==> src/memStagePkg.sv <==
package memStagePkg;

    // data RAM geometry
    localparam int RAM_WORDS  = 256;
    localparam int RAM_ADDR_W = $clog2(RAM_WORDS);

    typedef logic [31:0]           word_t;
    typedef logic [4:0]            regAddr_t;
    typedef logic [3:0]            byteEn_t;
    typedef logic [RAM_ADDR_W-1:0] ramAddr_t;

    typedef enum logic [2:0] {
        LD_NONE = 3'd0,
        LD_B    = 3'd1,
        LD_BU   = 3'd2,
        LD_H    = 3'd3,
        LD_HU   = 3'd4,
        LD_W    = 3'd5
    } loadType_t;

    typedef enum logic [1:0] {
        ST_NONE = 2'd0,
        ST_B    = 2'd1,
        ST_H    = 2'd2,
        ST_W    = 2'd3
    } storeType_t;

    // misaligned load or store
    typedef enum logic [1:0] {
        EXC_NONE = 2'd0,
        EXC_ADEL = 2'd1,
        EXC_ADES = 2'd2
    } excCause_t;

    // contents of the EXE/MEM register
    typedef struct packed {
        word_t      pc;
        word_t      aluOut;
        word_t      storeData;
        byteEn_t    byteEn;
        loadType_t  loadType;
        regAddr_t   dst;
        logic       regWrite;
        excCause_t  excCause;
    } exeMemBus_t;

    // contents of the MEM/WB register
    typedef struct packed {
        word_t      pc;
        word_t      wbData;
        regAddr_t   dst;
        logic       regWrite;
    } memWbBus_t;

endpackage

==> src/loadAlign.sv <==
`timescale 1ns/1ps

module loadAlign import memStagePkg::*; (
    input  word_t     rdData,
    input  logic [1:0] addrLow,
    input  loadType_t loadType,
    input  word_t     aluOut,
    output word_t     wbData
);

    word_t shifted;

    // move the addressed lane down to bit 0
    assign shifted = rdData >> {addrLow, 3'b000};

    always_comb begin
        case (loadType)
            LD_B: begin
                wbData = {{24{shifted[7]}}, shifted[7:0]};
            end
            LD_BU: begin
                wbData = {24'b0, shifted[7:0]};
            end
            LD_H: begin
                wbData = {{16{shifted[15]}}, shifted[15:0]};
            end
            LD_HU: begin
                wbData = {16'b0, shifted[15:0]};
            end
            LD_W: begin
                wbData = rdData;
            end
            // not a load, so the ALU result goes to write-back
            default: begin
                wbData = aluOut;
            end
        endcase
    end

endmodule

==> config.mk <==
export PLATFORM = sky130hd
export DESIGN_NAME = loadAlign
export DESIGN_NICKNAME = d
export VERILOG_FILES = /design/src/memStagePkg.sv /design/src/loadAlign.sv
export SDC_FILE = /design/constraint.sdc
export NUM_CORES = 1
export LEC_CHECK = 0
export ABC_CLOCK_PERIOD_IN_PS = 2400
export BUFFER_PORTS_ARGS = -buffer_cell sky130_fd_sc_hd__buf_2
export CORE_MARGIN = 2
export CORE_UTILIZATION = 43
export DETAILED_ROUTE_END_ITERATION = 10
export PLACE_DENSITY_LB_ADDON = 0.25
export SLEW_MARGIN = 20
export SYNTH_ARGS = -nofsm -noshare
export SYNTH_HDL_FRONTEND = slang
export SYNTH_SLANG_ARGS = --single-unit
==> constraint.sdc <==
create_clock -name vclk -period 2.4
set_input_delay 0.36 -clock vclk [all_inputs]
set_output_delay 0.36 -clock vclk [all_outputs]
set_load 0.01 [all_outputs]
==> impl_metrics.tcl <==
set metrics [dict create \
    hold_ws_ns 1.05 \
    dpl_cell_area_sq_um 1950 \
    slew_viol_final 0 \
    die_w_um 60.1 \
    period_needed_ns 2.25 \
    synth_cell_types 28 \
    dp_hpwl_um 3870 \
    cts_resized 0 \
    cp_num_buf_inv 2 \
    wl_per_cell_um 13.9 \
    setup-tns-final_ns 0 \
    fp.dieArea_sq_um 3610 \
    p_int_mw 0.211 \
    drcViolationCount 0 \
    hold_viol_final 0 \
    vias_per_cell 5.85 \
    ir_drop_mv 0.118 \
    first_pass_iters 6 \
    grt_overflow 0 \
    startpoint "addrLow[1]" \
    grt_pass1_vias 1847 \
    end_kind "output port" \
    first_iter_violations 196 \
    dp_cells 361 \
    worst_path_largest_cell_delay_ns 0.41 \
    path_delay_family "compound AO/OA/AOI/OAI gates" \
    swShare_pct 53.7 \
    totalWireLength_um 5000 \
    place_ws_ns 0.172 \
    path_class "in2out" \
    crit_arrival_ns 1.89 \
    path_cells "buf_2 > mux2_2 > or2_2 > a32o_1 > a22o_1 > buf_2" \
    syn_avg_cell_area_sq_um 6.09 \
    cp.required_ns 2.04 \
    ys_seq_area_share_pct 0 \
    leakagePower_nw 0.920 \
    cap_violations 0 \
    vias 2113 \
    gp_congestion 0.874 \
    rsz0062_at_grt "false" \
    p_switching_mw 0.245 \
    final_cells 361 \
    p_total_mw 0.456 \
    cp-start-kind "primary input" \
    setup_ws_ns 0.150 \
    hp-start "aluOut[17]" \
    seqCellArea_sq_um 0 \
    initial_utilization_pct 44.7 \
    antenna_found_initial 0 \
    nFlopsAndLatches 0 \
    grt_max_degree 38 \
    ios 101 \
    slew-limit-headroom_pct 68.2 \
    syn_area_sq_um 1350 \
    post-cts-setup-buffers 0 \
    hold_buffers 0 \
    setup_viol 0 \
    fillers 320 \
    drive_above_1_share_pct 41.6 \
    fin_area_sq_um 1950 \
    fmax_mhz 444 \
    final_util_pct 64.5 \
    comb_power_share_pct 100.0 \
    status "finished, final reports clean" \
    critPathSlowestCell "mux2_2" \
    crit_top_cell "buf_2" \
    final_antenna_net_count 0 \
    syn_inst 222 \
    die_y_um 60.1 \
    syn2layout_area_growth_pct 44.5 \
    grt_first_pass_wirelength_um 7850 \
    worstMarginPinSlew_ns 0.476 \
    layout.nets 388 \
    sequentialPowerShare_pct 0 \
    hp-class "in2out" \
    fin_crit_sh_pct 93.8 \
    rows 20 \
    syn_nets 291 \
    nClkBuffers 0 \
    clkPwrFrac_pct 0 \
    coreArea_sq_um 3030 \
    n_antenna_cell 0 \
    grt_use_total_pct 27.1 \
    port_buffers 101 \
    cp_max_fo 11 \
    ys.warnings.count 0 \
    power.density_nw_per_um2 233 \
]
worst paths after layout:
| kind | endpoint | slack [ns] | cells after the start |
|---|---|---|---|
| setup / recovery | wbData[4] | 0.15 | 6 |
| hold / removal | wbData[17] | 1.05 | 4 |
power groups by stage:
stage          clock [mW]  sequential (mW)  combinational, mW
2_1_floorplan           0                0              0.268
3_3_place_gp            0                0              0.446
6_report                0                0              0.456
4_1_cts                 0                0              0.454
3_5_place_dp            0                0              0.452
5_1_grt                 0                0              0.501
cell families after synthesis:
family | synth area share (%)
compound gates | 55.5
buf+inv | 8.14
mux | 14.1
simple gates | 22.3
Yosys cell counts (all sizes together):
cell type  number  area, sq um
a32o            6         60.1
o22ai           3         18.8
clkinv          1         3.75
nor2b           4         25.0
clkbuf         17         63.8
mux2            6         67.6
and2            1         6.26
o221ai          2         17.5
a221oi         14          123
o2bb2ai         7         61.3
o21ai          19         95.1
a2bb2oi         1         8.76
a22o            7         61.3
mux2i          10          100
or2             6         37.5
mux4            1         22.5
buf             5         31.3
a32oi           6         52.6
o21bai          1         7.51
nor2           27          101
a211oi          1         20.0
a21oi          31          155
inv             3         11.3
a22oi           8         60.1
nand2          31          116
o211a           1         10.0
nor3            3         15.0
layout make-up:
class                           instances  area, sq um  share of cell area (%)
Inverter                                4         15.0                   0.768
Timing Repair Buffer                  117          638                    32.7
Tap cell                               44         55.1                    2.82
Multi-Input combinational cell        196         1250                    63.8
per-layer routing:
metal | global-route usage, % | share of wire [%] | up-vias | wire [um]
met5 | 0 | 0 | - | 0
met4 | 5.40 | 1.2 | 0 | 59
met3 | 1.08 | 6.6 | 7 | 328
met2 | 48.8 | 48 | 95 | 2380
met1 | 35.4 | 45 | 962 | 2240
li1 | - | - | 1049 | -
placed cells by master, fill, tap and decap left out:
cell	count
o22ai_1	3
or2_2	6
a22oi_1	8
mux2_2	6
inv_1	3
a21oi_2	1
a22o_1	7
a21oi_1	30
mux2i_1	10
a211oi_4	1
o2bb2ai_1	7
a221oi_1	14
a2bb2oi_1	1
nor2b_1	4
mux4_2	1
o221ai_1	2
buf_2	101
buf_4	15
buf_12	1
nor3_1	3
o21ai_0	19
nor2_1	27
clkinv_1	1
a32oi_1	6
and2_1	1
nand2_1	31
o211a_1	1
a32o_1	6
o21bai_1	1
Note: power is estimated with default switching activity, not from simulation.
