**config.mk**
```make
export PLATFORM = sky130hd
export DESIGN_NAME = accessAlign
export DESIGN_NICKNAME = d
export VERILOG_FILES = /design/src/memStagePkg.sv /design/src/accessAlign.sv
export SDC_FILE = /design/constraint.sdc
export NUM_CORES = 1
export LEC_CHECK = 0
export BUFFER_PORTS_ARGS = -buffer_cell sky130_fd_sc_hd__buf_4
export CAP_MARGIN = 20
export CORE_AREA = 2 2 49 51
export DETAILED_ROUTE_END_ITERATION = 10
export DIE_AREA = 0 0 51 53
export GPL_ROUTABILITY_DRIVEN = 0
export PLACE_DENSITY_LB_ADDON = 0.3
export SYNTH_ARGS = -nofsm -noshare
export SYNTH_HDL_FRONTEND = slang
export SYNTH_SLANG_ARGS = --single-unit
```
**constraint.sdc**
```tcl
create_clock -name vclk -period 2
set_clock_uncertainty 0.1 [all_clocks]
set_input_delay 0.1 -clock vclk [all_inputs]
set_output_delay 0.1 -clock vclk [all_outputs]
set_load 0.01 [all_outputs]
```
**src/memStagePkg.sv**
```systemverilog
package memStagePkg;

    // data RAM geometry
    localparam int RAM_WORDS  = 256;
    localparam int RAM_ADDR_W = $clog2(RAM_WORDS);

    typedef logic [31:0]           word_t;
    typedef logic [4:0]            regAddr_t;
    typedef logic [3:0]            byteEn_t;
    typedef logic [RAM_ADDR_W-1:0] ramAddr_t;

    typedef enum logic [2:0] {
        LD_NONE = 3'd0,
        LD_B    = 3'd1,
        LD_BU   = 3'd2,
        LD_H    = 3'd3,
        LD_HU   = 3'd4,
        LD_W    = 3'd5
    } loadType_t;

    typedef enum logic [1:0] {
        ST_NONE = 2'd0,
        ST_B    = 2'd1,
        ST_H    = 2'd2,
        ST_W    = 2'd3
    } storeType_t;

    // misaligned load or store
    typedef enum logic [1:0] {
        EXC_NONE = 2'd0,
        EXC_ADEL = 2'd1,
        EXC_ADES = 2'd2
    } excCause_t;

    // contents of the EXE/MEM register
    typedef struct packed {
        word_t      pc;
        word_t      aluOut;
        word_t      storeData;
        byteEn_t    byteEn;
        loadType_t  loadType;
        regAddr_t   dst;
        logic       regWrite;
        excCause_t  excCause;
    } exeMemBus_t;

    // contents of the MEM/WB register
    typedef struct packed {
        word_t      pc;
        word_t      wbData;
        regAddr_t   dst;
        logic       regWrite;
    } memWbBus_t;

endpackage

```
**src/accessAlign.sv**
```systemverilog
`timescale 1ns/1ps

module accessAlign import memStagePkg::*; (
    input  word_t      addr,
    input  word_t      storeSrc,
    input  loadType_t  loadType,
    input  storeType_t storeType,
    output byteEn_t    byteEn,
    output word_t      storeData,
    output excCause_t  excCause
);

    logic halfBad;
    logic wordBad;
    logic loadBad;
    logic storeBad;

    assign halfBad  = addr[0];
    assign wordBad  = |addr[1:0];

    assign loadBad  = ((loadType == LD_H || loadType == LD_HU) && halfBad) ||
                      (loadType == LD_W && wordBad);
    assign storeBad = (storeType == ST_H && halfBad) || (storeType == ST_W && wordBad);

    always_comb begin
        if (loadBad) begin
            excCause = EXC_ADEL;
        end else if (storeBad) begin
            excCause = EXC_ADES;
        end else begin
            excCause = EXC_NONE;
        end
    end

    // little-endian lanes, nothing enabled on an address error
    always_comb begin
        byteEn = '0;
        if (!storeBad) begin
            case (storeType)
                ST_B:    byteEn = 4'b0001 << addr[1:0];
                ST_H:    byteEn = addr[1] ? 4'b1100 : 4'b0011;
                ST_W:    byteEn = 4'b1111;
                default: byteEn = '0;
            endcase
        end
    end

    // replicate so that every lane carries the operand
    always_comb begin
        case (storeType)
            ST_B:    storeData = {4{storeSrc[7:0]}};
            ST_H:    storeData = {2{storeSrc[15:0]}};
            default: storeData = storeSrc;
        endcase
    end

endmodule

```
==> impl_results.md, run 1 <==
* Worst Max-Slew Pin Slew at 0.397 ns
* CP startpoint kind: input pin
* Die area at 2700 um2
* Leakage at 0.652 nW
* Number of global-route vias before repair at 838
* Antenna Cells at 0
* Vias/cell at 5.04
* FF/Latch Area at 0 um2
* Max Cap Viol at 0
* Ys Warns at 0
* Fill cells at 217
* Worst setup EP type: output port
* Area grow syn2layout at 84.3%
* Clock Buffer Count at 0
* Final nets at 245
* Max-slew violation count at 0
* Post-CTS resize count at 0
* Mapped Nets at 179
* Yosys cell types at 26
* Non-filler cells, final at 197
* Crit path required time at 1.80 ns
* Synthesized cell area at 639 um2
* GRT overflow at 0
* WL per Instance at 11.8 um
* Setup Viol. Count Final at 0
* Initial antenna violation count at 0
* Fin crit period at 1.63 ns
* Yosys top cell area share at 0.117
* # IOs at 107
* Initial core utilization at 0.298
* Core ar. at 2150 um2
* Critical Path Fanout Max at 9
* Register area share after synthesis at 0
* Cell taking the most area after synthesis: buf_4
* Critical setup path kind: in -> out
* Drt drc at 0
* Hold-fix buffers, CTS at 0
* # rows at 17
* Maximum vdd drop at 138 uV
* Count leader, synth: nand2_1
* Share of layout cells above drive strength 1 at 0.491
* Total negative slack at 0 ns
* Placed cells at 197
* Total track usage at 0.165
* Post-synth top cells: nand2_1 (11), buf_4 (10), inv_1 (10), nor2_1 (10), a21oi_1 (9)
* Mapped Cells at 105
* Final period util at 0.815
* DR iter-0 viols at 16
* Largest net degree at the start of global routing at 21
* Chip Height at 53 um
* DRT Pass-1 Iters at 4
* Hold Fails Final Rpt at 0
* Global-route wire length before repair at 3620 um
* Average size of a mapped cell at 6.09 um2
* Vias at 993
* Detailed Place HPWL at 1900 um
* Die W at 51 um
* Fmax at 614 MHz
* CP arrival at 1.43 ns
* Run status: completed
* Postcts setup bufs at 0
* Seq Cell Count at 0
* Port bufs at 77
* Drt total wl at 2320 um
* RSZ-0062 raised after global routing: no
* Max transition margin at 0.735
* PwrDens at 304 nW/um2
* Antenna Nets Post-Route at 0
* Largest cells by area after synthesis: buf_4 (12%), a22o_1 (11%), ha_1 (9.8%)
* Worst min path class: in -> out
where the power goes:
group | internal, mW | total, mW | switching [mW] | leakage, nW
sequential | 0 | 0 | 0 | 0
clock | 0 | 0 | 0 | 0
combinational | 0.194 | 0.359 | 0.164 | 0.652
total | 0.194 | 0.359 | 0.164 | 0.652
critical path: stages:
cell and delay (ns):
buf_4 0.09, inv_1 0.06, ha_1 0.39, buf_4 0.20, nand2b_1 0.20, a22o_1 0.25
buf_4 0.14
final timing paths:
path	slack [ns]	end	from	cells after the start
max	0.37	storeData[8]	storeType[1]	7
min	0.31	storeData[2]	storeSrc[2]	2
placed cells by master (no fill, tap or decap):
cell type,count
nor2b_1,1
nand3b_1,1
a211oi_2,1
and3_1,1
o22ai_1,8
a22o_1,8
buf_4,81
nor3_1,2
nand2_1,11
nand4b_1,2
nor4_1,1
and2_1,1
nand2b_1,3
nor2_1,10
o211a_1,1
inv_1,10
o21ai_0,2
a21oi_1,9
nand3_1,1
a22oi_1,8
nor2_2,1
or3b_1,1
ha_1,5
area by class of cell:
cell class                      count  area [um2]  area share
Timing Repair Buffer               81         608       0.516
Multi-Input combinational cell     78         498       0.423
Inverter                           10        37.5      0.0318
Tap cell                           28        35.0      0.0297
kinds of logic (layout without fill, tap and decap cells):
family,Yosys count,in the layout,synth area share
fa+ha+maj,5,5,0.0978
simple gates,36,36,0.278
buf+inv,27,91,0.221
compound gates,37,37,0.403
routing by layer:
layer / track usage / vias up / wire length, um
li1: - / 496 / -
met1: 0.199 / 437 / 857
met2: 0.314 / 58 / 1160
met3: 0.0311 / 2 / 288
met4: 0.0135 / 0 / 14
met5: 0 / - / 0
per-stage QoR:
step	setup WS (ns)	cell area (um2)	hold WS, ns	util	total power, mW
global route	0.268	1180	0.315	0.549	0.393
finish	0.370	1180	0.307	0.549	0.359
floorplan	0.656	639	0.134	-	0.174
CTS	0.355	1180	0.308	0.549	0.362
global placement	0.379	1180	0.306	0.549	0.355
detailed placement	0.364	1180	0.308	0.549	0.361
No activity file was read; power rests on OpenSTA's default activity.
==> run 2, diff against run 1 <==
Settings changed: CORE_AREA 2 2 49 51 to 2 2 50 52, DIE_AREA 0 0 51 53 to 0 0 52 54.
Clock period 2 ns to 1.67 ns, I/O delays scaled along.
==> impl_results.md, run 2 (synthesized netlist as in run 1, its figures left out) <==
* FF/Latch Area at 0 um2 (unchanged)
* Sw Share at 0.455 (-0.00302)
* Die W at 52 um (+2.0%)
* Top delay family on crit path: buffers and inverters
* Commonest non-fill, non-tap cell in the layout: buf_4
* Seq Cell Count at 0 (unchanged)
* Critical Path Max Stage Delay at 0.31 ns (-0.08 ns)
* Port bufs at 77 (unchanged)
* WL per Instance at 11.5 um (-2.3%)
* Combinational power share at 1.000 (about the same)
* Core ar. at 2320 um2 (+8.0%)
* Initial core utilization at 0.276 (-0.0220)
* Crit path required time at 1.49 ns (-0.31 ns)
* Leakage at 0.672 nW (+3.1%)
* Sequential share of power at 0 (unchanged)
* Drt drc at 0 (unchanged)
* DRT Pass-1 Iters at 4 (unchanged)
* # rows at 18 (+1)
* RSZ-0062 raised after global routing: no
* Antenna Nets Post-Route at 0 (unchanged)
* Maximum vdd drop at 176 uV (+28%)
* Largest net degree at the start of global routing at 25 (+19%)
* Chip Height at 54 um (+1.9%)
* GRT overflow at 0 (unchanged)
* Max Cap Viol at 0 (unchanged)
* Max-slew violation count at 0 (unchanged)
* Worst Max-Slew Pin Slew at 0.322 ns (-0.0748 ns)
* Drt total wl at 2340 um (+0.65%)
* # IOs at 107 (unchanged)
* Run status: completed
* Fmax at 672 MHz
* Commonest cells after routing, fill and taps aside: buf_4 (85), nand2_1 (11), inv_1 (10), nor2_1 (10), a21oi_1 (9)
* Fin crit period at 1.49 ns
* Critical setup path kind: in -> out
* Hold Path End: storeData[7]
* Crit-path most repeated cell: buf_4
* Post-Route Utilization at 0.522 (-0.0265)
* Share of layout cells above drive strength 1 at 0.503 (+0.0118)
* Detailed Place HPWL at 1940 um (+1.9%)
* Postcts setup bufs at 0 (unchanged)
* Die area at 2810 um2 (+3.9%)
* Antenna Cells at 0 (unchanged)
* Max transition margin at 0.785 (+0.0502)
* P_sw at 0.199 mW (+21%)
* Final nets at 249 (+1.6%)
* Number of global-route vias before repair at 864 (+3.1%)
* CP Cell Sequence: buf_4 > inv_1 > ha_1 > buf_4 > and2_1 > a22o_1 > buf_4
* WP buf/inv at 4 (unchanged)
* Hold wc startpoint: storeSrc[7]
* Clock share of power at 0 (unchanged)
* Critical Path Fanout Max at 8 (-1)
* Total track usage at 0.152 (-0.0133)
* Post-CTS resize count at 0 (unchanged)
* DR iter-0 viols at 14 (-2)
* Setup Viol. Count Final at 0 (unchanged)
* Vias/cell at 4.97 (-1.4%)
* Vias at 1009 (+1.6%)
* Hold Fails Final Rpt at 0 (unchanged)
* Global-route wire length before repair at 3440 um (-4.9%)
* CP arrival at 1.30 ns (-0.13 ns)
* CP startpoint kind: input pin
* Critical path's slowest cell: and2_1
* Worst setup EP type: output port
* Final period util at 0.891
* Hold Path Cell Cnt at 2 (unchanged)
* Int Pwr at 0.239 mW (+23%)
* Area grow syn2layout at 89.4%
* Hold-fix buffers, CTS at 0 (unchanged)
* PwrDens at 362 nW/um2 (+19%)
* Clock Buffer Count at 0 (unchanged)
* Worst min path class: in -> out
* Total negative slack at 0 ns (unchanged)
* Initial antenna violation count at 0 (unchanged)
run 2: cell types whose count changed in the layout (fill, tap and decap cells not counted), sizes merged:
cell / previous run / this run
buf: 81 / 85
run 2: worst max-delay path by stage:
stage | start | end | slack (ns) | cells past startpoint
after detailed placement | storeType[1] | storeData[15] | 0.16 | 7
after global placement | storeType[1] | storeData[10] | 0.17 | 7
after CTS | storeType[1] | storeData[15] | 0.16 | 7
final | storeType[1] | storeData[11] | 0.18 | 7
after global routing | storeType[1] | byteEn[2] | 0.06 | 7
after floorplan | storeType[1] | byteEn[2] | 0.36 | 6
run 2: routing by layer:
layer	wire [um]	global-route usage
met5	0	0
met4	0	0
met1	892	0.185
met2	1160	0.302
met3	282	0.0167
run 2: cell type report:
type               count  area [um2]
well taps             30        37.5
inverters             10        37.5
fillers              238        1110
repair buffers        85         638
multi-input cells     78         498
run 2: power by group through the flow:
stage	Clock (mW)	Combinational (mW)	Sequential, mW
after floorplan	0	0.208	0
after global placement	0	0.435	0
after detailed placement	0	0.440	0
after CTS	0	0.442	0
after global routing	0	0.479	0
final	0	0.438	0
run 2: metrics by stage:
step	hold slack [ns]	worst slack [ns]	instance area (um2)	instances	power, mW
floorplan	0.101	0.359	639	105	0.208
global placement	0.274	0.170	1210	203	0.435
detailed placement	0.276	0.157	1210	203	0.440
CTS	0.276	0.156	1210	203	0.442
global route	0.283	0.0578	1210	203	0.479
finish	0.275	0.183	1210	203	0.438
==> run 3, diff against run 2 <==
Settings changed: CORE_AREA 2 2 50 52 to 2 2 49 51, DIE_AREA 0 0 52 54 to 0 0 51 53.
Clock period 1.67 ns to 1.91 ns, I/O delays scaled along.
==> impl_results.md, run 3 (synthesized netlist as in run 1, its figures left out) <==
* Seq Cell Count at 0 (unchanged)
* Leakage at 0.652 nW (-3.0%)
* Antenna Nets Post-Route at 0 (unchanged)
* Placed cells at 197 (-3.0%)
* Drt total wl at 2340 um (about the same)
* Largest net degree at the start of global routing at 21 (-16%)
* Post-CTS resize count at 0 (unchanged)
* Die W at 51 um (-1.9%)
* Maximum vdd drop at 130 uV (-26%)
* Detailed Place HPWL at 1870 um (-3.4%)
* Clock Buffer Count at 0 (unchanged)
* Placed inst area at 1180 um2 (-2.7%)
* Postcts setup bufs at 0 (unchanged)
* Critical setup path kind: in -> out
* Drt drc at 0 (unchanged)
* Port bufs at 77 (unchanged)
* Worst min path class: in -> out
* GRT overflow at 0 (unchanged)
* Vias/cell at 5.04 (+1.3%)
* Final nets at 245 (-1.6%)
* Antenna Cells at 0 (unchanged)
* Total track usage at 0.158 (+0.00556)
* Run status: completed
* Initial antenna violation count at 0 (unchanged)
* Global-route wire length before repair at 3520 um (+2.2%)
* RSZ-0062 raised after global routing: no
* Critical Path Fanout Max at 9 (+1)
* Initial core utilization at 0.298 (+0.0220)
* # IOs at 107 (unchanged)
* Max Cap Viol at 0 (unchanged)
* Worst setup EP type: output port
* Max-slew violation count at 0 (unchanged)
* Post-Route Utilization at 0.549 (+0.0265)
* Final period util at 0.856
* Vias at 992 (-1.7%)
* CP startpoint kind: input pin
* Chip Height at 53 um (-1.9%)
* Hold Fails Final Rpt at 0 (unchanged)
* # rows at 17 (-1)
* DR iter-0 viols at 17 (+3)
* Hold-fix buffers, CTS at 0 (unchanged)
* Commonest non-fill, non-tap cell in the layout: buf_4
* Area grow syn2layout at 84.3%
* PwrDens at 320 nW/um2 (-12%)
* CP arrival at 1.44 ns (+0.14 ns)
* Fin crit period at 1.64 ns
* DRT Pass-1 Iters at 4 (unchanged)
* Worst Max-Slew Pin Slew at 0.391 ns (+0.0684 ns)
* Share of layout cells above drive strength 1 at 0.491 (-0.0118)
* Fmax at 611 MHz
* Area of the multi-input gates at 498 um2 (unchanged)
* Finished Cell Area at 1180 um2 (-2.7%)
* Max transition margin at 0.739 (-0.0459)
* Crit path required time at 1.71 ns (+0.22 ns)
* Core ar. at 2150 um2 (-7.4%)
* Non-filler cells, final at 197 (-3.0%)
* Die area at 2700 um2 (-3.7%)
* FF/Latch Area at 0 um2 (unchanged)
* Number of global-route vias before repair at 834 (-3.5%)
* Setup Viol. Count Final at 0 (unchanged)
* Commonest cells after routing, fill and taps aside: buf_4 (81), nand2_1 (11), inv_1 (10), nor2_1 (10), a21oi_1 (9)
* Fill cells at 219 (-8.0%)
* Total negative slack at 0 ns (unchanged)
* WL per Instance at 11.9 um (+3.0%)
[run 3: changes by cell type in the layout (fill, tap and decap cells not counted)]
| cell | delta |
|---|---|
| buf_4 | -4 |
[run 3: path summary, 6_finish.rpt]
path | cells after the start | from | slack, ns | end
setup / recovery | 7 | storeType[0] | 0.27 | storeData[8]
hold / removal | 2 | storeSrc[1] | 0.30 | storeData[1]
[run 3: area by class of cell]
class	count	area share
tap	28	0.0297
timing repair buffer	81	0.516
inverter	10	0.0318
multi-input combinational	78	0.423
[run 3: report_power, final]
group          internal, mW  switching (mW)  total (mW)
logic                 0.204           0.173       0.377
registers                 0               0           0
clock network             0               0           0
[run 3: routing by layer]
metal  share of wire  track usage  vias to the layer above
li1                -            -                      495
met1            0.37        0.192                      443
met2            0.50        0.303                       54
met3            0.13       0.0282                        0
met4               0            0                        0
met5               0            0                        -
[run 3: stage by stage]
stage / worst slack [ns] / total power [mW] / hold slack, ns
6_report: 0.275 / 0.377 / 0.298
3_3_place_gp: 0.296 / 0.371 / 0.297
3_5_place_dp: 0.284 / 0.378 / 0.299
2_1_floorplan: 0.575 / 0.182 / 0.125
4_1_cts: 0.276 / 0.379 / 0.298
5_1_grt: 0.180 / 0.410 / 0.307
[run 3: critical path, stage by stage]
cell      delay (ns)
buf_4           0.10
inv_1           0.06
ha_1            0.39
buf_4           0.20
nand2b_1        0.21
a22o_1          0.25
buf_4           0.14
