File: config.mk
export PLATFORM = sky130hd
export DESIGN_NAME = memWbReg
export DESIGN_NICKNAME = d
export VERILOG_FILES = /design/src/memStagePkg.sv /design/src/memWbReg.sv
export SDC_FILE = /design/constraint.sdc
export NUM_CORES = 1
export LEC_CHECK = 0
export BUFFER_PORTS_ARGS = -buffer_cell sky130_fd_sc_hd__buf_2
export CORE_ASPECT_RATIO = 0.8
export CORE_UTILIZATION = 40
export CTS_CLUSTER_DIAMETER = 80
export DETAILED_ROUTE_END_ITERATION = 6
export GPL_TIMING_DRIVEN = 1
export PLACE_DENSITY_LB_ADDON = 0.25
export SYNTH_ARGS = -nofsm -noshare
export SYNTH_HDL_FRONTEND = slang
export SYNTH_SLANG_ARGS = --single-unit
export TNS_END_PERCENT = 20
File: constraint.sdc
create_clock -name clk -period 1 [get_ports clk]
set_input_delay 0.05 -clock clk [delete_from_list [all_inputs] [get_ports clk]]
set_output_delay 0.05 -clock clk [all_outputs]
set_load 0.01 [all_outputs]
File: src/memStagePkg.sv
package memStagePkg;

    // data RAM geometry
    localparam int RAM_WORDS  = 256;
    localparam int RAM_ADDR_W = $clog2(RAM_WORDS);

    typedef logic [31:0]           word_t;
    typedef logic [4:0]            regAddr_t;
    typedef logic [3:0]            byteEn_t;
    typedef logic [RAM_ADDR_W-1:0] ramAddr_t;

    typedef enum logic [2:0] {
        LD_NONE = 3'd0,
        LD_B    = 3'd1,
        LD_BU   = 3'd2,
        LD_H    = 3'd3,
        LD_HU   = 3'd4,
        LD_W    = 3'd5
    } loadType_t;

    typedef enum logic [1:0] {
        ST_NONE = 2'd0,
        ST_B    = 2'd1,
        ST_H    = 2'd2,
        ST_W    = 2'd3
    } storeType_t;

    // misaligned load or store
    typedef enum logic [1:0] {
        EXC_NONE = 2'd0,
        EXC_ADEL = 2'd1,
        EXC_ADES = 2'd2
    } excCause_t;

    // contents of the EXE/MEM register
    typedef struct packed {
        word_t      pc;
        word_t      aluOut;
        word_t      storeData;
        byteEn_t    byteEn;
        loadType_t  loadType;
        regAddr_t   dst;
        logic       regWrite;
        excCause_t  excCause;
    } exeMemBus_t;

    // contents of the MEM/WB register
    typedef struct packed {
        word_t      pc;
        word_t      wbData;
        regAddr_t   dst;
        logic       regWrite;
    } memWbBus_t;

endpackage

File: src/memWbReg.sv
`timescale 1ns/1ps

module memWbReg import memStagePkg::*; (
    input  logic      clk,
    input  logic      rst,
    input  logic      bubble,
    input  memWbBus_t memBus,
    output memWbBus_t wbBus
);

    // loads every cycle, a bubble only kills the register write
    always_ff @(posedge clk) begin
        if (rst) begin
            wbBus <= '0;
        end else begin
            wbBus          <= memBus;
            wbBus.regWrite <= memBus.regWrite && !bubble;
        end
    end

endmodule

==> results of run 1 <==
[layout by cell type (no fill, tap or decap), drive strengths merged]
master,count
nor3b,1
clkinv,1
bufinv,3
dlygate4sd3,71
dfxtp,70
buf,144
nor2b,69
clkbuf,11
[timing repair]
item / 4_1_cts / 5_1_grt
endpoints found under the setup margin: 0 / 0
hold buffers: 71 / 0
endpoints found under the hold margin: 70 / 0
[layer usage]
metal	share of wire (%)	global-route usage [%]
met1	37	24.2
met2	51	45.2
met3	9.7	10.6
met4	1.9	13.4
met5	0	0
[Yosys cell counts]
| master | count |
|---|---|
| nor2b_1 | 69 |
| dfxtp_1 | 70 |
| buf_2 | 7 |
| nor3b_1 | 1 |
[metrics by stage]
stage               utilization (%)  instances  hold slack [ns]  area, um^2  setup WS [ns]
detailed placement             61.1        341            0.215        2650          0.290
floorplan                         -        147            0.126        1880          0.577
CTS                            83.0        427            0.115        3600          0.145
finish                         83.0        427            0.137        3600          0.140
global placement               61.1        341            0.212        2650          0.319
global route                   83.0        427            0.135        3600         0.0897
[logic make-up after synthesis]
| group | Yosys count | synth area share, % |
|---|---|---|
| buffers and inverters | 7 | 1.87 |
| flip-flops | 70 | 74.7 |
| AND/OR/NAND/NOR | 70 | 23.4 |
[worst paths after layout]
kind | from | endpoint | slack [ns]
min | rst | wbBus[12]$_SDFF_PP0_ | 0.14
max | wbBus[27]$_SDFF_PP0_ | wbBus[27] | 0.14
[tightest hold or removal path, stage by stage]
cell and delay, ns:
buf_2 0.11, buf_12 0.19, nor2b_1 0.06
[where the power goes]
part	leakage (nW)	switching, mW	internal (mW)
registers	0.583	0.0399	2.94
logic	1.08	0.289	0.456
clock network	0.119	0.955	1.71
total	1.78	1.28	5.10
[area by class of cell]
class,instances,area [um^2],area share [%]
Clock inverter,4,95.1,2.64
Tap cell,57,71.3,1.98
Timing Repair Buffer,215,1450,40.3
Clock buffer,11,141,3.93
Multi-Input combinational cell,70,439,12.2
Sequential cell,70,1400,39.0
==> flow_summary.ini, run 1 <==
[setup_path]
max_stage_delay_ns = 0.34
cp-end-kind = primary output
crit_family = flip-flops
critPathLaunchType = flop
worstPathMaxFanout = 1
worst_path_max_delay_cell = dfxtp_1
worstPathArrival_ns = 0.81
path_buf_inv = 1
cp_num_cells = 1
critPathKind = flop to primary output
path_cells = buf_2
cp.required_ns = 0.95

[drt]
drcViolationCount = 0
routed_wl_um = 5740
vias = 1792
detail-route-antenna-nets = 0
vias_per_cell = 4.20
wl_per_cell_um = 13.5
dr.pass1.iters = 4
drtIter0Drc = 19

[global_routing]
grt_pass1_vias = 1872
antenna_found_initial = 0
grt_max_degree = 39
grt_pass1_wl_um = 9070
grt.total_usage_pct = 25.2
grt-ovfl-total = 0

[floorplanning]
pin_count = 143
die_w_um = 78.6
initial_core_util_pct = 43.3
rows = 21
core_area_mm2 = 0.00434
die_h_um = 63.2
dieArea_mm2 = 0.00497

[status]
outcome = complete, no violations

[logic_synthesis]
synth_cells = 147
yosysSeqAreaShare_pct = 74.7
ys_warn_count = 0
synth_area_mm2 = 0.00188
synthDistinctLibCells = 4
netlist.area_leader.share_pct = 74.7
syn_nets = 220
yosys.area.top_type = dfxtp_1
synth.avg_cell_area_um2 = 12.8
synth_area_leaders = dfxtp_1 (75%), nor2b_1 (23%), buf_2 (1.9%)
synth_seq_cells = 70

[clock_tree]
clk_pin_slew_ns = 0.07
post_cts_resized = 0
cts.sinks = 70
cts_root_buffer = clkbuf_8
htreeDepth = 3
cts_setup_buffers = 0
cts_buffer_depth = 2
numCtsBuffers = 9
cts_tree = done

[worst_hold_path]
min_path_type = input port to flop
hold_depth = 3

[sta]
fin_crit_sh_pct = 86.0
fmax_mhz = 1160
fin_crit_ns = 0.860
relSlewSlack_pct = 78.7
worst_pin_slew_ns = 0.319
rsz0062_at_grt = no
setup_tns_ns = 0
setup_viol = 0
hold_viol_final = 0
slew_violations = 0

[run]
max-cap-violations = 0

[place]
portBuffers = 142
dpl.hpwl_um = 2970
globalplace.congestion = 0.716

[power_and_ir_drop]
static-leakage-power_nw = 1.78
fin_total_pwr_mw = 6.39
cellPowerDensity_mw_per_mm2 = 1780
ir_drop_v = 0.00150

[layout]
largest-register = wbBus
area_delta_synth_final_pct = 91.8
final_layout_size_suffix_gt1_share_pct = 42.7
top_regs = wbBus x70
n_antenna_cell = 0
nets = 439
fillers = 256
largest_reg_flops = 70
(Power assumes the default switching activity.)
==> run 2: changes to the inputs <==
--- a/config.mk
+++ b/config.mk
@@ -6,12 +6,12 @@
 export NUM_CORES = 1
 export LEC_CHECK = 0
 export BUFFER_PORTS_ARGS = -buffer_cell sky130_fd_sc_hd__buf_2
-export CORE_ASPECT_RATIO = 0.8
+export CORE_ASPECT_RATIO = 0.5
 export CORE_UTILIZATION = 40
 export CTS_CLUSTER_DIAMETER = 80
 export DETAILED_ROUTE_END_ITERATION = 6
 export GPL_TIMING_DRIVEN = 1
-export PLACE_DENSITY_LB_ADDON = 0.25
+export PLACE_DENSITY = 0.88
 export SYNTH_ARGS = -nofsm -noshare
 export SYNTH_HDL_FRONTEND = slang
 export SYNTH_SLANG_ARGS = --single-unit
==> run 2 against run 1 <==
Non-clock buffer count decreased by 1. First-iteration DRC count grew to 3.3 times the previous value. Total power down 8.9%. Cell count is the same. Sequential share of layout area is 0.65 points higher. Core utilization is 3.4 points lower. Hold slack improved by 0.058 ns. Global-route usage up 1.6 points. Sequential cell count did not move. Critical path depth is the same. Fmax is 0.97% lower. Largest power group unchanged.
==> flow_summary.ini, run 2 (synthesized netlist as in run 1, its figures left out) <==
[floorplanning]
dieArea_mm2 = 0.00498
die_h_um = 50.4
pin_count = 143
core_area_mm2 = 0.00445
die_w_um = 98.8
initial_core_util_pct = 42.2
rows = 17

[drt]
detail-route-antenna-nets = 0
vias = 1832
drcViolationCount = 0
routed_wl_um = 6570
dr.pass1.iters = 4
drtIter0Drc = 63
vias_per_cell = 4.29
wl_per_cell_um = 15.4

[setup_path]
cp-end-kind = primary output
path_buf_inv = 1
worst_path_max_delay_cell = dfxtp_1
worstPathMaxFanout = 1
critPathLaunchType = flop
crit_family = flip-flops
max_stage_delay_ns = 0.34
critPathKind = flop to primary output
path_cells = buf_2
cp.required_ns = 0.95
worstPathArrival_ns = 0.82

[clock_tree]
cts_tree = done
numCtsBuffers = 9
cts_buffer_depth = 2
cts_root_buffer = clkbuf_8
clk_pin_slew_ns = 0.08
cts.sinks = 70
htreeDepth = 3

[sta]
worst_pin_slew_ns = 0.282
fin_crit_sh_pct = 86.8
hold_viol_final = 0
rsz0062_at_grt = no
fin_crit_ns = 0.868
relSlewSlack_pct = 81.2
slew_violations = 0
setup_viol = 0
fmax_mhz = 1150
setup_tns_ns = 0

[run]
max-cap-violations = 0

[worst_hold_path]
hold_depth = 3
worst_hold_path.endpoint = wbBus[3]$_SDFF_PP0_
min_path_type = input port to flop
min_from = rst

[global_routing]
grt_max_degree = 71
gr-usage-met3_pct = 8.22
grt.total_usage_pct = 26.8
grt-ovfl-total = 0
grt_pass1_wl_um = 9650
top_usage_layer = met2
grtUsageMet1_pct = 28.4
antenna_found_initial = 0
grt_pass1_vias = 1890
use_met2_pct = 49.8

[layout]
final_common_cell = buf_2
fin_util_pct = 79.6
multi_input_area_um2 = 439
n_antenna_cell = 0
final_layout_size_suffix_gt1_share_pct = 43.0
largest-register = wbBus
area_delta_synth_final_pct = 88.7
largest_reg_flops = 70
top_regs = wbBus x70
nets = 438
fillers = 238
design_area_mm2 = 0.00354
final-seq-area_mm2 = 0.00140
final_cell_mix = buf_2 (142), dlygate4sd3_1 (71), dfxtp_1 (70)

[power_and_ir_drop]
static-leakage-power_nw = 1.76
fin_total_pwr_mw = 5.82
ir_drop_v = 0.00105
cellPowerDensity_mw_per_mm2 = 1640

[place]
globalplace.congestion = 0.701
portBuffers = 142
dpl.hpwl_um = 3250
placed_area_mm2 = 0.00264

[status]
outcome = complete, no violations
run 2: worst max-delay path by stage:
stage / from / endpoint / slack (ns) / depth (start not counted)
finish: wbBus[6]$_SDFF_PP0_ / wbBus[6] / 0.13 / 1
global route: wbBus[20]$_SDFF_PP0_ / wbBus[20] / 0.08 / 1
CTS: wbBus[38]$_SDFF_PP0_ / wbBus[38] / 0.16 / 1
detailed placement: rst / wbBus[24]$_SDFF_PP0_ / 0.33 / 3
global placement: rst / wbBus[0]$_SDFF_PP0_ / 0.38 / 3
floorplan: rst / wbBus[0]$_SDFF_PP0_ / 0.58 / 2
run 2: area by class of cell:
class / instances / share of cell area [%]
multi-input combinational: 70 / 12.4
clock buffer: 12 / 4.67
clock inverter: 4 / 0.566
sequential: 70 / 39.6
tap: 57 / 2.02
timing repair buffer: 214 / 40.7
run 2: stage by stage:
step           hold WS (ns)  setup WS (ns)  std cells
2_1_floorplan         0.126          0.577        147
3_3_place_gp          0.212          0.379        340
3_5_place_dp          0.216          0.333        340
4_1_cts             0.00369          0.161        426
5_1_grt               0.201         0.0825        427
6_report              0.194          0.132        427
run 2: per-layer routing:
| layer | vias to the layer above | share of wire (%) |
|---|---|---|
| met3 | 18 | 4.0 |
| met2 | 57 | 55 |
| li1 | 875 | - |
| met1 | 882 | 39 |
| met4 | 0 | 2.9 |
| met5 | - | 0 |
run 2: report_power, final:
part | leakage, nW | total, mW | switching, mW | internal (mW)
clock | 0.102 | 2.07 | 0.984 | 1.09
sequential | 0.583 | 2.98 | 0.0430 | 2.94
combinational | 1.08 | 0.768 | 0.314 | 0.454
total | 1.76 | 5.82 | 1.34 | 4.48
run 2: timing repair:
item / CTS / global route
hold endpoints to repair: 69 / 1
buffers inserted: 0 / 0
setup endpoints to repair: 0 / 0
hold buffers: 70 / 1
resized for setup: 0 / 0
==> run 3: changes to the inputs <==
--- a/config.mk
+++ b/config.mk
@@ -7,11 +7,11 @@
 export LEC_CHECK = 0
 export BUFFER_PORTS_ARGS = -buffer_cell sky130_fd_sc_hd__buf_2
 export CORE_ASPECT_RATIO = 0.5
-export CORE_UTILIZATION = 40
+export CORE_UTILIZATION = 38
 export CTS_CLUSTER_DIAMETER = 80
 export DETAILED_ROUTE_END_ITERATION = 6
 export GPL_TIMING_DRIVEN = 1
-export PLACE_DENSITY = 0.88
+export PLACE_DENSITY = 0.85
 export SYNTH_ARGS = -nofsm -noshare
 export SYNTH_HDL_FRONTEND = slang
 export SYNTH_SLANG_ARGS = --single-unit
==> constraint.sdc (replaced) <==
create_clock -name clk -period 0.9 [get_ports clk]
set_input_delay 0.045 -clock clk [delete_from_list [all_inputs] [get_ports clk]]
set_output_delay 0.045 -clock clk [all_outputs]
set_load 0.01 [all_outputs]
==> run 3 against run 2 <==
Routed wire length decreased by 2.2%. Critical path depth unchanged. First-iteration DRC count down 46%. Combinational power is 9.6% higher. Sequential power increased by 11%. Cell area fell by 0.18%. Clock power rose by 6%. Worst setup slack got worse by 0.079 ns. Die area rose by 5.1%. Sequential cell count unchanged. Non-clock buffer count did not move. Largest power group unchanged. Highest routed layer unchanged.
==> flow_summary.ini, run 3 (synthesized netlist as in run 1, its figures left out) <==
[layout]
nets = 438
final_common_cell = buf_2
largest-register = wbBus
fillers = 274
largest_reg_flops = 70
final_cell_mix = buf_2 (142), dlygate4sd3_1 (71), dfxtp_1 (70)
area_delta_synth_final_pct = 88.3
fin_util_pct = 77.2
n_antenna_cell = 0
final_layout_size_suffix_gt1_share_pct = 42.0
top_regs = wbBus x70

[place]
globalplace.congestion = 0.759
dpl.hpwl_um = 3200
portBuffers = 142

[setup_path]
worstPathMaxFanout = 1
cp-end-kind = primary output
crit_family = flip-flops
worst_path_max_delay_cell = dfxtp_1
critPathKind = flop to primary output
max_stage_delay_ns = 0.34
path_cells = buf_2
critPathLaunchType = flop
path_buf_inv = 1
worstPathArrival_ns = 0.80
cp.required_ns = 0.85

[global_routing]
grt_pass1_vias = 1966
grt_pass1_wl_um = 9600
grt-ovfl-total = 0
grt.total_usage_pct = 25.8
antenna_found_initial = 0
grt_max_degree = 71

[power_and_ir_drop]
switching_power_mw = 1.44
seqPwrFrac_pct = 52.2
internal-power_mw = 4.91
clkPwrFrac_pct = 34.6
ir_drop_v = 0.000990
cellPowerDensity_mw_per_mm2 = 1800
static-leakage-power_nw = 1.74
pwr-share-comb_pct = 13.3
p_sw_share_pct = 22.7

[sta]
slew_violations = 0
fin_crit_ns = 0.847
setup_viol = 0
setup_tns_ns = 0
fmax_mhz = 1180
rsz0062_at_grt = no
hold_viol_final = 0
fin_crit_sh_pct = 94.2
worst_pin_slew_ns = 0.292
relSlewSlack_pct = 80.5
holdWs_ns = 0.187

[floorplanning]
dieArea_mm2 = 0.00524
rows = 17
initial_core_util_pct = 41.0
die_h_um = 51.7
pin_count = 143
core_area_mm2 = 0.00457
die_w_um = 101

[clock_tree]
cts.sinks = 70
cts_setup_buffers = 0
htreeDepth = 3
numCtsBuffers = 9
cts_tree = done
cts_root_buffer = clkbuf_8
clk_pin_slew_ns = 0.07
cts_buffer_depth = 2

[drt]
routed_wl_um = 6420
dr_wl_met2_um = 3580
drcViolationCount = 0
drtIter0Drc = 34
dr.pass1.iters = 4
detail-route-antenna-nets = 0
highest_layer = met4
vias = 1828
wl_per_cell_um = 14.8
dr_wl_met3_um = 273
vias_per_cell = 4.20
drt-met1-wl_um = 2270

[worst_hold_path]
min_path_type = input port to flop
min_from = rst
worst_hold_path.endpoint = wbBus[1]$_SDFF_PP0_
hold_depth = 3

[status]
outcome = complete, no violations

[run]
max-cap-violations = 0
run 3: layout make-up:
type | instances | area [um^2] | area share, %
timing repair buffer | 214 | 1440 | 40.8
clock inverter | 1 | 5.00 | 0.142
multi-input combinational | 70 | 439 | 12.4
tap | 66 | 82.6 | 2.34
sequential | 70 | 1400 | 39.7
clock buffer | 14 | 163 | 4.61
run 3: worst min-delay path, delay by kind of cell:
family	cells	cell delay, ns
buffers and inverters	2	0.30
AND/OR/NAND/NOR	1	0.12
run 3: how the worst max path moves through the flow:
stage,from,endpoint,slack [ns],depth (start not counted)
final,wbBus[14]$_SDFF_PP0_,wbBus[14],0.05,1
after global routing,wbBus[3]$_SDFF_PP0_,wbBus[3],0.01,1
after CTS,wbBus[10]$_SDFF_PP0_,wbBus[10],0.08,1
after detailed placement,rst,wbBus[55]$_SDFF_PP0_,0.25,3
after global placement,rst,wbBus[0]$_SDFF_PP0_,0.28,3
after floorplan,rst,wbBus[0]$_SDFF_PP0_,0.48,2
run 3: routing by layer:
layer | track usage (%) | up-vias
met2 | 48.9 | 65
met4 | 16.7 | 0
met1 | 24.0 | 858
met3 | 9.41 | 32
met5 | 0 | -
li1 | - | 873
run 3: timing repair:
action / in CTS / in global routing
hold endpoints to repair: 70 / 0
gates resized for setup: 0 / 0
hold buffers: 71 / 0
run 3: metrics by stage:
stage | setup WS (ns) | std cells | power [mW] | instance area, um^2
after floorplan | 0.482 | 147 | 3.61 | 1880
after global placement | 0.281 | 349 | 3.92 | 2650
after detailed placement | 0.253 | 349 | 3.94 | 2650
after CTS | 0.0764 | 435 | 6.28 | 3530
after global routing | 0.0111 | 435 | 6.60 | 3530
final | 0.0525 | 435 | 6.35 | 3530
run 3: power by group through the flow:
stage | Clock [mW] | Combinational (mW) | Sequential (mW)
after floorplan | 0 | 0.143 | 3.46
after global placement | 0 | 0.550 | 3.37
after detailed placement | 0 | 0.565 | 3.37
after CTS | 2.17 | 0.806 | 3.30
after global routing | 2.38 | 0.898 | 3.32
final | 2.19 | 0.842 | 3.31
