File: src/memStagePkg.sv
package memStagePkg;

    // data RAM geometry
    localparam int RAM_WORDS  = 256;
    localparam int RAM_ADDR_W = $clog2(RAM_WORDS);

    typedef logic [31:0]           word_t;
    typedef logic [4:0]            regAddr_t;
    typedef logic [3:0]            byteEn_t;
    typedef logic [RAM_ADDR_W-1:0] ramAddr_t;

    typedef enum logic [2:0] {
        LD_NONE = 3'd0,
        LD_B    = 3'd1,
        LD_BU   = 3'd2,
        LD_H    = 3'd3,
        LD_HU   = 3'd4,
        LD_W    = 3'd5
    } loadType_t;

    typedef enum logic [1:0] {
        ST_NONE = 2'd0,
        ST_B    = 2'd1,
        ST_H    = 2'd2,
        ST_W    = 2'd3
    } storeType_t;

    // misaligned load or store
    typedef enum logic [1:0] {
        EXC_NONE = 2'd0,
        EXC_ADEL = 2'd1,
        EXC_ADES = 2'd2
    } excCause_t;

    // contents of the EXE/MEM register
    typedef struct packed {
        word_t      pc;
        word_t      aluOut;
        word_t      storeData;
        byteEn_t    byteEn;
        loadType_t  loadType;
        regAddr_t   dst;
        logic       regWrite;
        excCause_t  excCause;
    } exeMemBus_t;

    // contents of the MEM/WB register
    typedef struct packed {
        word_t      pc;
        word_t      wbData;
        regAddr_t   dst;
        logic       regWrite;
    } memWbBus_t;

endpackage

File: src/exeMemReg.sv
`timescale 1ns/1ps

module exeMemReg import memStagePkg::*; (
    input  logic       clk,
    input  logic       rst,
    input  logic       memWr,
    input  logic       memFlush,
    input  exeMemBus_t exeBus,
    output exeMemBus_t memBus
);

    // clear beats load, load beats hold
    always_ff @(posedge clk) begin
        if (rst || memFlush) begin
            memBus <= '0;
        end else if (memWr) begin
            memBus <= exeBus;
        end
    end

endmodule

File: config.mk
export PLATFORM = sky130hd
export DESIGN_NAME = exeMemReg
export DESIGN_NICKNAME = d
export VERILOG_FILES = /design/src/memStagePkg.sv /design/src/exeMemReg.sv
export SDC_FILE = /design/constraint.sdc
export NUM_CORES = 1
export LEC_CHECK = 0
export BUFFER_PORTS_ARGS = -buffer_cell sky130_fd_sc_hd__clkbuf_2
export CAP_MARGIN = 25
export CORE_ASPECT_RATIO = 2
export CORE_MARGIN = 8
export CORE_UTILIZATION = 48
export CTS_CLUSTER_SIZE = 24
export DETAILED_ROUTE_END_ITERATION = 6
export PLACE_DENSITY = 0.86
export SYNTH_ARGS = -nofsm -noshare
export SYNTH_HDL_FRONTEND = slang
export SYNTH_SLANG_ARGS = --single-unit
File: constraint.sdc
create_clock -name clk -period 2.8 [get_ports clk]
set_clock_uncertainty 0.2 [all_clocks]
set_input_delay 0.56 -clock clk [delete_from_list [all_inputs] [get_ports clk]]
set_output_delay 0.56 -clock clk [all_outputs]
set_load 0.05 [all_outputs]
==> impl_metrics.tcl, run 1 <==
set metrics [dict create \
    status "finished clean" \
    layout-drive-gt1-share_pct 42.5 \
    critPathBufInv 1 \
    crit_fanout 2 \
    ant_nets 0 \
    vdd_drop_max_uv 479 \
    met3_usage_pct 6.70 \
    rsz0062_at_grt "false" \
    tightest_slew_ns 0.589 \
    io_buffer_count 225 \
    crit_chain "clkbuf_2" \
    start_util_pct 49.4 \
    met2_usage_pct 31.4 \
    yosys_warnings 0 \
    diodes 0 \
    cp_top_family "flip-flops" \
    die_w_um 81.3 \
    cts_htree_levels 3 \
    syn_nets 474 \
    clkLatencyLatePin_ns 0.33 \
    cts_tree "done" \
    crit_arrival_ns 0.99 \
    clk_root_buffer_cell "clkbuf_16" \
    fin_setup_tns_ns 0 \
    slew_headroom_pct 60.7 \
    fin_nets 689 \
    grt_usage_pct 18.1 \
    max_freq_ghz 0.571 \
    cts_buffers 9 \
    vias 3274 \
    largest_register_ffs 111 \
    reg_top3 "memBus: 111 flops" \
    top_register "memBus" \
    yosysSeqAreaShare_pct 54.2 \
    dp_hpwl_um 8500 \
    place_area_um2 5080 \
    grt_remaining_overflow 0 \
    firstDrtPassIters 4 \
    ys_seq_elements 111 \
    hp-class "input port to flip-flop" \
    grt-busiest-layer "met2" \
    hold_violations 0 \
    yosysUniqueCellTypes 8 \
    die_h_um 147 \
    postCtsHoldBufs 0 \
    utilization_pct 65.2 \
    final_cell_mix "clkbuf_2 (224), mux2i_1 (111), nor2_1 (111), dfxtp_1 (111), clkbuf_16 (9)" \
    drv_cap 0 \
    grt_max_degree 56 \
    netlist_instances 359 \
    antenna_found_initial 0 \
    clockBufferDepth 2 \
    rows 47 \
    met1_usage_pct 16.1 \
    routedWlPerCell_um 16.0 \
    grt_pass1_vias 3573 \
    total_leakage_power_uw 0.00288 \
    report.final.slew_viol_count 0 \
    power.density_nw_per_um2 647 \
    drt-initial-drc-count 117 \
    crit_type "flip-flop to primary output" \
    final_common_cell "clkbuf_2" \
    clk_pin_slew_ns 0.07 \
    cp-end-kind "primary output" \
    netlist_area_um2 4100 \
    setup_viol 0 \
    gp_congestion 0.752 \
    critPathRequiredTime_ns 2.04 \
    drc 0 \
    cts_setup_buffers 0 \
    cts.repair.resized 0 \
    avgSynthCellArea_um2 11.4 \
    vias_per_cell 4.84 \
    cpMaxStageDelayCell "dfxtp_1" \
    dieArea_um2 11900 \
    io_pins 226 \
    start_kind "flip-flop" \
    fin_crit_ns 1.75 \
    fin_crit_sh_pct 62.5 \
    cts.sinks 111 \
    postLayoutCellArea_um2 5410 \
    coreArea_um2 8290 \
    grt_pass1_wl_um 16900 \
    wl_um 10800 \
    crit_path_max_incr_delay_ns 0.36 \
    syn_to_final_growth_pct 32.0 \
]
## stage by stage
| stage | hold WS, ns | total power [uW] | setup slack (ns) | instances |
|---|---|---|---|---|
| CTS | 0.246 | 3540 | 1.02 | 677 |
| global route | 0.260 | 3630 | 1.01 | 677 |
| finish | 0.258 | 3500 | 1.05 | 677 |
| floorplan | 0.507 | 2080 | 1.30 | 359 |
| global placement | 0.272 | 2190 | 0.962 | 661 |
| detailed placement | 0.280 | 2210 | 0.899 | 661 |
## worst min-delay path: cells and delay by family
kind / cells / cell delay, ns
muxes: 1 / 0.05
and+or+nand+nor: 1 / 0.07
buffers and inverters: 1 / 0.08
## final timing paths
kind / cells after the start / slack (ns) / end / from
min: 3 / 0.26 / memBus[92] / exeBus[92]
min reg2reg: 2 / 0.29 / memBus[29] / memBus[29]
max reg2reg: 2 / 1.94 / memBus[43] / memBus[43]
max: 1 / 1.05 / memBus[45] / memBus[45]
## power breakdown
group          leakage (uW)  internal [uW]  total, uW  switching, uW
clock network      0.000165            814       1330            518
registers          0.000905           1630       1660           27.5
logic               0.00181            178        510            332
## layer usage
| metal | share of wire [%] | vias up |
|---|---|---|
| met4 | 5.4 | 0 |
| met2 | 51 | 168 |
| met5 | 0 | - |
| met1 | 32 | 1459 |
| met3 | 11 | 39 |
| li1 | - | 1608 |
## kinds of logic (layout without fill, tap and decap cells)
| logic type | after synthesis | after routing | synth area share [%] |
|---|---|---|---|
| multiplexers | 111 | 111 | 27.1 |
| AND/OR/NAND/NOR | 112 | 112 | 10.3 |
| flip-flops | 111 | 111 | 54.2 |
| buffers and inverters | 25 | 245 | 8.36 |
## layout make-up
type,instances,area (um2)
fillers,660,2880
flip-flops and latches,111,2220
clock inverters,2,35.0
clock buffers,14,294
multi-input cells,223,1540
repair buffers,229,1200
well taps,98,123
## cells in the mapped netlist
master / n / area [um2]
buf_12: 10 / 200
or2_1: 1 / 6.26
buf_4: 3 / 22.5
buf_6: 10 / 113
dfxtp_1: 111 / 2220
nor2_1: 111 / 417
mux2i_1: 111 / 1110
clkbuf_1: 2 / 7.51
No activity file was read; power rests on OpenSTA's default activity.
==> run 2: changes to the inputs <==
--- a/config.mk
+++ b/config.mk
@@ -9,10 +9,10 @@
 export CAP_MARGIN = 25
 export CORE_ASPECT_RATIO = 2
 export CORE_MARGIN = 8
-export CORE_UTILIZATION = 48
+export CORE_UTILIZATION = 44
 export CTS_CLUSTER_SIZE = 24
 export DETAILED_ROUTE_END_ITERATION = 6
-export PLACE_DENSITY = 0.86
+export PLACE_DENSITY = 0.79
 export SYNTH_ARGS = -nofsm -noshare
 export SYNTH_HDL_FRONTEND = slang
 export SYNTH_SLANG_ARGS = --single-unit
==> constraint.sdc (replaced) <==
create_clock -name clk -period 1.75 [get_ports clk]
set_clock_uncertainty 0.2 [all_clocks]
set_input_delay 0.35 -clock clk [delete_from_list [all_inputs] [get_ports clk]]
set_output_delay 0.35 -clock clk [all_outputs]
set_load 0.05 [all_outputs]
==> run 2 against run 1 <==
Effect of this change: first-iteration DRC count shrank 51%; final cell count up 1.8%; register-to-register slack got worse by 1.0 ns; largest cell class unchanged; combinational power increased by 63%; count of clock-buffer cells in the layout decreased by 2; setup slack worse by 0.86 ns; core utilization down 5.9 points.
==> impl_metrics.tcl, run 2 (same netlist as run 1, synthesis figures left out) <==
set metrics [dict create \
    ant_nets 0 \
    postCtsHoldBufs 0 \
    largest_register_ffs 111 \
    hold_path_startpoint "exeBus[108]" \
    hp-class "input port to flip-flop" \
    rr_worst_depth 2 \
    rrSetupSlack_ns 0.91 \
    syn_to_final_growth_pct 33.2 \
    clk_pin_slew_ns 0.07 \
    setup_ws_ns 0.188 \
    grt_pass1_wl_um 16600 \
    hold_depth 3 \
    grt_remaining_overflow 0 \
    regToRegStartpoint "memBus[88]" \
    io_buffer_count 225 \
    cpMaxStageDelayCell "dfxtp_1" \
    layout-drive-gt1-share_pct 42.7 \
    critPathRequiredTime_ns 1.20 \
    final_cell_mix "clkbuf_2 (224), mux2i_1 (111), nor2_1 (111), dfxtp_1 (111), clkbuf_16 (9)" \
    clockBufferDepth 2 \
    crit_chain "clkbuf_2" \
    report.final.slew_viol_count 0 \
    fin_setup_tns_ns 0 \
    vias 3251 \
    clk_root_buffer_cell "clkbuf_16" \
    cts_setup_buffers 0 \
    vdd_drop_max_uv 655 \
    drc 0 \
    gp_congestion 0.704 \
    fin_nets 695 \
    cp-end-kind "primary output" \
    final_common_cell "clkbuf_2" \
    coreArea_um2 9200 \
    p_sw_share_pct 26.3 \
    cts.sinks 111 \
    cts_buffers 9 \
    vias_per_cell 4.72 \
    slew_headroom_pct 73.4 \
    cp_num_cells 1 \
    grt_usage_pct 15.6 \
    cts.repair.resized 0 \
    crit_path_max_incr_delay_ns 0.38 \
    grt_pass1_vias 3419 \
    start_kind "flip-flop" \
    worstReg2RegEnd "memBus[88]" \
    clockPowerShare_pct 36.8 \
    crit_fanout 2 \
    antenna_found_initial 0 \
    cp_top_family "flip-flops" \
    drt-initial-drc-count 57 \
    rsz0062_at_grt "false" \
    fin_crit_ns 1.56 \
    pre_cts_ws_ns 0.218 \
    cts_htree_levels 3 \
    wl_um 10400 \
    die_w_um 84.3 \
    die_h_um 152 \
    reg_top3 "memBus: 111 flops" \
    sequentialPowerShare_pct 48.1 \
    combPwrFrac_pct 15.1 \
    start_util_pct 44.6 \
    crit_type "flip-flop to primary output" \
    drv_cap 0 \
    setup_viol 0 \
    tightest_slew_ns 0.398 \
    rows 50 \
    top_register "memBus" \
    hold_path_end "memBus[108]" \
    hold_violations 0 \
    cts_tree "done" \
    dieArea_um2 12800 \
    routedWlPerCell_um 15.1 \
    firstDrtPassIters 4 \
    critPathBufInv 1 \
    grt_max_degree 44 \
    clkLatencyLatePin_ns 0.33 \
    power.density_nw_per_um2 1010 \
    status "finished clean" \
    total_leakage_power_uw 0.00290 \
    p_switching_uw 1450 \
    diodes 0 \
    max_freq_ghz 0.640 \
    dp_hpwl_um 8150 \
    p_int_uw 4060 \
    utilization_pct 59.4 \
    io_pins 226 \
    fin_crit_sh_pct 89.3 \
    crit_arrival_ns 1.01 \
]
-- run 2: changes by cell type in the layout (fill, tap and decap cells not counted), sizes merged --
| cell | previous run | this run |
|---|---|---|
| clkinvlp | 0 | 1 |
| buf | 5 | 11 |
| clkbuf | 238 | 236 |
| clkinv | 1 | 2 |
-- run 2: area by class of cell --
type                            instances  area (um2)
Clock buffer                           12         246
Clock inverter                          4        55.1
Fill cell                             786        3740
Multi-Input combinational cell        223        1540
Sequential cell                       111        2220
Tap cell                              104         130
Timing Repair Buffer                  235        1270
-- run 2: through the flow --
stage | instance area [um2] | hold WS, ns | total power [uW] | instances
3_5_place_dp | 5160 | 0.279 | 3550 | 673
5_1_grt | 5460 | 0.0336 | 5730 | 689
2_1_floorplan | 4100 | 0.297 | 3330 | 359
6_report | 5460 | 0.0433 | 5510 | 689
3_3_place_gp | 5160 | 0.271 | 3540 | 673
4_1_cts | 5460 | 0.0344 | 5560 | 689
-- run 2: power by group through the flow --
stage / Sequential (uW) / Clock [uW] / Combinational [uW]
global route: 2660 / 2180 / 886
finish: 2650 / 2030 / 833
floorplan: 3000 / 0 / 333
detailed placement: 2710 / 0 / 841
CTS: 2650 / 2070 / 843
global placement: 2710 / 0 / 829
-- run 2: worst max-delay path by stage --
stage	from	to	slack [ns]
after detailed placement	rst	memBus[20]	0.22
after floorplan	memWr	memBus[100]	0.46
after global routing	memBus[61]	memBus[61]	0.15
final	memBus[88]	memBus[88]	0.19
after CTS	memBus[108]	memBus[108]	0.16
after global placement	rst	memBus[97]	0.27
-- run 2: routing by layer --
layer	global-route usage (%)	wire length [um]	vias up
met4	6.38	176	0
met5	0	0	-
met1	17.3	4360	1438
li1	-	-	1620
met2	23.4	4450	182
met3	9.48	1420	11
==> run 3: changes to the inputs <==
--- a/config.mk
+++ b/config.mk
@@ -13,6 +13,7 @@
 export CTS_CLUSTER_SIZE = 24
 export DETAILED_ROUTE_END_ITERATION = 6
 export PLACE_DENSITY = 0.79
+export REMOVE_ABC_BUFFERS = 1
 export SYNTH_ARGS = -nofsm -noshare
 export SYNTH_HDL_FRONTEND = slang
 export SYNTH_SLANG_ARGS = --single-unit
==> run 3 against run 2 <==
Effect of this change: first-iteration DRC count increased by 120%; count of clock-buffer cells in the layout decreased by 1; final area decreased by 0.41%; core utilization decreased by 0.24 points; worst hold slack about the same.
==> impl_metrics.tcl, run 3 (same netlist as run 1, synthesis figures left out) <==
set metrics [dict create \
    status "finished clean" \
    cts.sinks 111 \
    crit_type "flip-flop to primary output" \
    clockPowerShare_pct 36.2 \
    dp_hpwl_um 8240 \
    syn_to_final_growth_pct 32.7 \
    cts.repair.resized 0 \
    max_freq_ghz 0.635 \
    diodes 0 \
    regToRegStartpoint "memBus[45]" \
    grt_pass1_vias 3447 \
    met2_usage_pct 22.5 \
    critPathBufInv 1 \
    cts_htree_levels 3 \
    grt-busiest-layer "met2" \
    ant_nets 0 \
    clkLatencyLatePin_ns 0.34 \
    coreArea_um2 9200 \
    p_sw_share_pct 26.4 \
    io_pins 226 \
    instances_no_fill 689 \
    total_leakage_power_uw 0.00289 \
    combPwrFrac_pct 15.2 \
    vdd_drop_max_uv 624 \
    rows 50 \
    grt_max_degree 61 \
    crit_arrival_ns 1.02 \
    critPathRequiredTime_ns 1.20 \
    firstDrtPassIters 4 \
    postCtsHoldBufs 0 \
    crit_fanout 2 \
    cts_tree "done" \
    dieArea_um2 12800 \
    worstReg2RegEnd "memBus[45]" \
    grt_remaining_overflow 0 \
    drt-initial-drc-count 124 \
    hp-class "input port to flip-flop" \
    utilization_pct 59.1 \
    hold_violations 0 \
    drc 0 \
    slew_headroom_pct 66.3 \
    hold_depth 3 \
    vias_per_cell 4.77 \
    gp_congestion 0.733 \
    cpMaxStageDelayCell "dfxtp_1" \
    start_kind "flip-flop" \
    place_inst 673 \
    cp-end-kind "primary output" \
    wl_um 10400 \
    fin_crit_ns 1.57 \
    grt_usage_pct 15.6 \
    p_int_uw 4020 \
    setup_viol 0 \
    report.final.slew_viol_count 0 \
    die_h_um 152 \
    fin_crit_sh_pct 90.0 \
    final_common_cell "clkbuf_2" \
    hold_path_startpoint "exeBus[77]" \
    hold_path_end "memBus[77]" \
    rrSetupSlack_ns 0.90 \
    clk_pin_slew_ns 0.07 \
    drv_cap 0 \
    rsz0062_at_grt "false" \
    p_switching_uw 1440 \
    routedWlPerCell_um 15.1 \
    tightest_slew_ns 0.505 \
    grt_pass1_wl_um 16300 \
    fin_nets 695 \
    die_w_um 84.3 \
    layout-drive-gt1-share_pct 42.7 \
    start_util_pct 44.6 \
    clk_root_buffer_cell "clkbuf_16" \
    largest_register_ffs 111 \
    final_cell_mix "clkbuf_2 (224), mux2i_1 (111), nor2_1 (111), dfxtp_1 (111), clkbuf_16 (9)" \
    sequentialPowerShare_pct 48.6 \
    met3_usage_pct 9.64 \
    nFillCells 774 \
    met1_usage_pct 18.0 \
    cp_top_family "flip-flops" \
    vias 3285 \
    cts_buffers 9 \
    reg_top3 "memBus: 111 flops" \
    rr_worst_depth 2 \
    crit_chain "clkbuf_2" \
    io_buffer_count 225 \
    top_register "memBus" \
    crit_path_max_incr_delay_ns 0.38 \
    cts_setup_buffers 0 \
    clockBufferDepth 2 \
    antenna_found_initial 0 \
    power.density_nw_per_um2 1000 \
]
## run 3: cell types whose count changed in the layout (fill, tap and decap cells not counted), sizes merged
cell	change
clkbuf	-1
clkinvlp	+1
## run 3: worst max-delay path by stage
stage	start	to	slack, ns	cells past startpoint
CTS	memBus[0]	memBus[0]	0.15	1
detailed placement	memFlush	memBus[9]	0.25	4
global placement	memFlush	memBus[85]	0.27	4
finish	memBus[0]	memBus[0]	0.18	1
global route	memBus[0]	memBus[0]	0.13	1
floorplan	rst	memBus[0]	-0.88	2
## run 3: area by class of cell
cell class	instances	area, um2	share of cell area [%]
flip-flops and latches	111	2220	40.9
multi-input cells	223	1540	28.3
repair buffers	235	1260	23.1
clock buffers	11	233	4.28
well taps	104	130	2.39
clock inverters	5	58.8	1.08
## run 3: metrics by stage
stage	worst slack, ns	area, um2	power (uW)	hold slack (ns)	setup TNS, ns
floorplan	-0.885	3760	3200	0.297	-98.22
global route	0.129	5440	5680	0.0371	0
detailed placement	0.249	5150	3550	0.283	0
CTS	0.149	5440	5530	0.0238	0
finish	0.176	5440	5460	0.0437	0
global placement	0.270	5150	3530	0.270	0
## run 3: power groups by stage
stage,clock (uW),sequential [uW],combinational (uW)
floorplan,0,3000,205
global placement,0,2710,827
detailed placement,0,2710,839
CTS,2040,2650,840
global route,2140,2660,886
finish,1980,2650,829
## run 3: metal layers
metal	vias to the layer above	share of wire, %	wire length [um]
met5	-	0	0
met2	200	41	4280
met3	6	14	1490
met4	0	1.2	126
li1	1622	-	-
met1	1457	43	4520
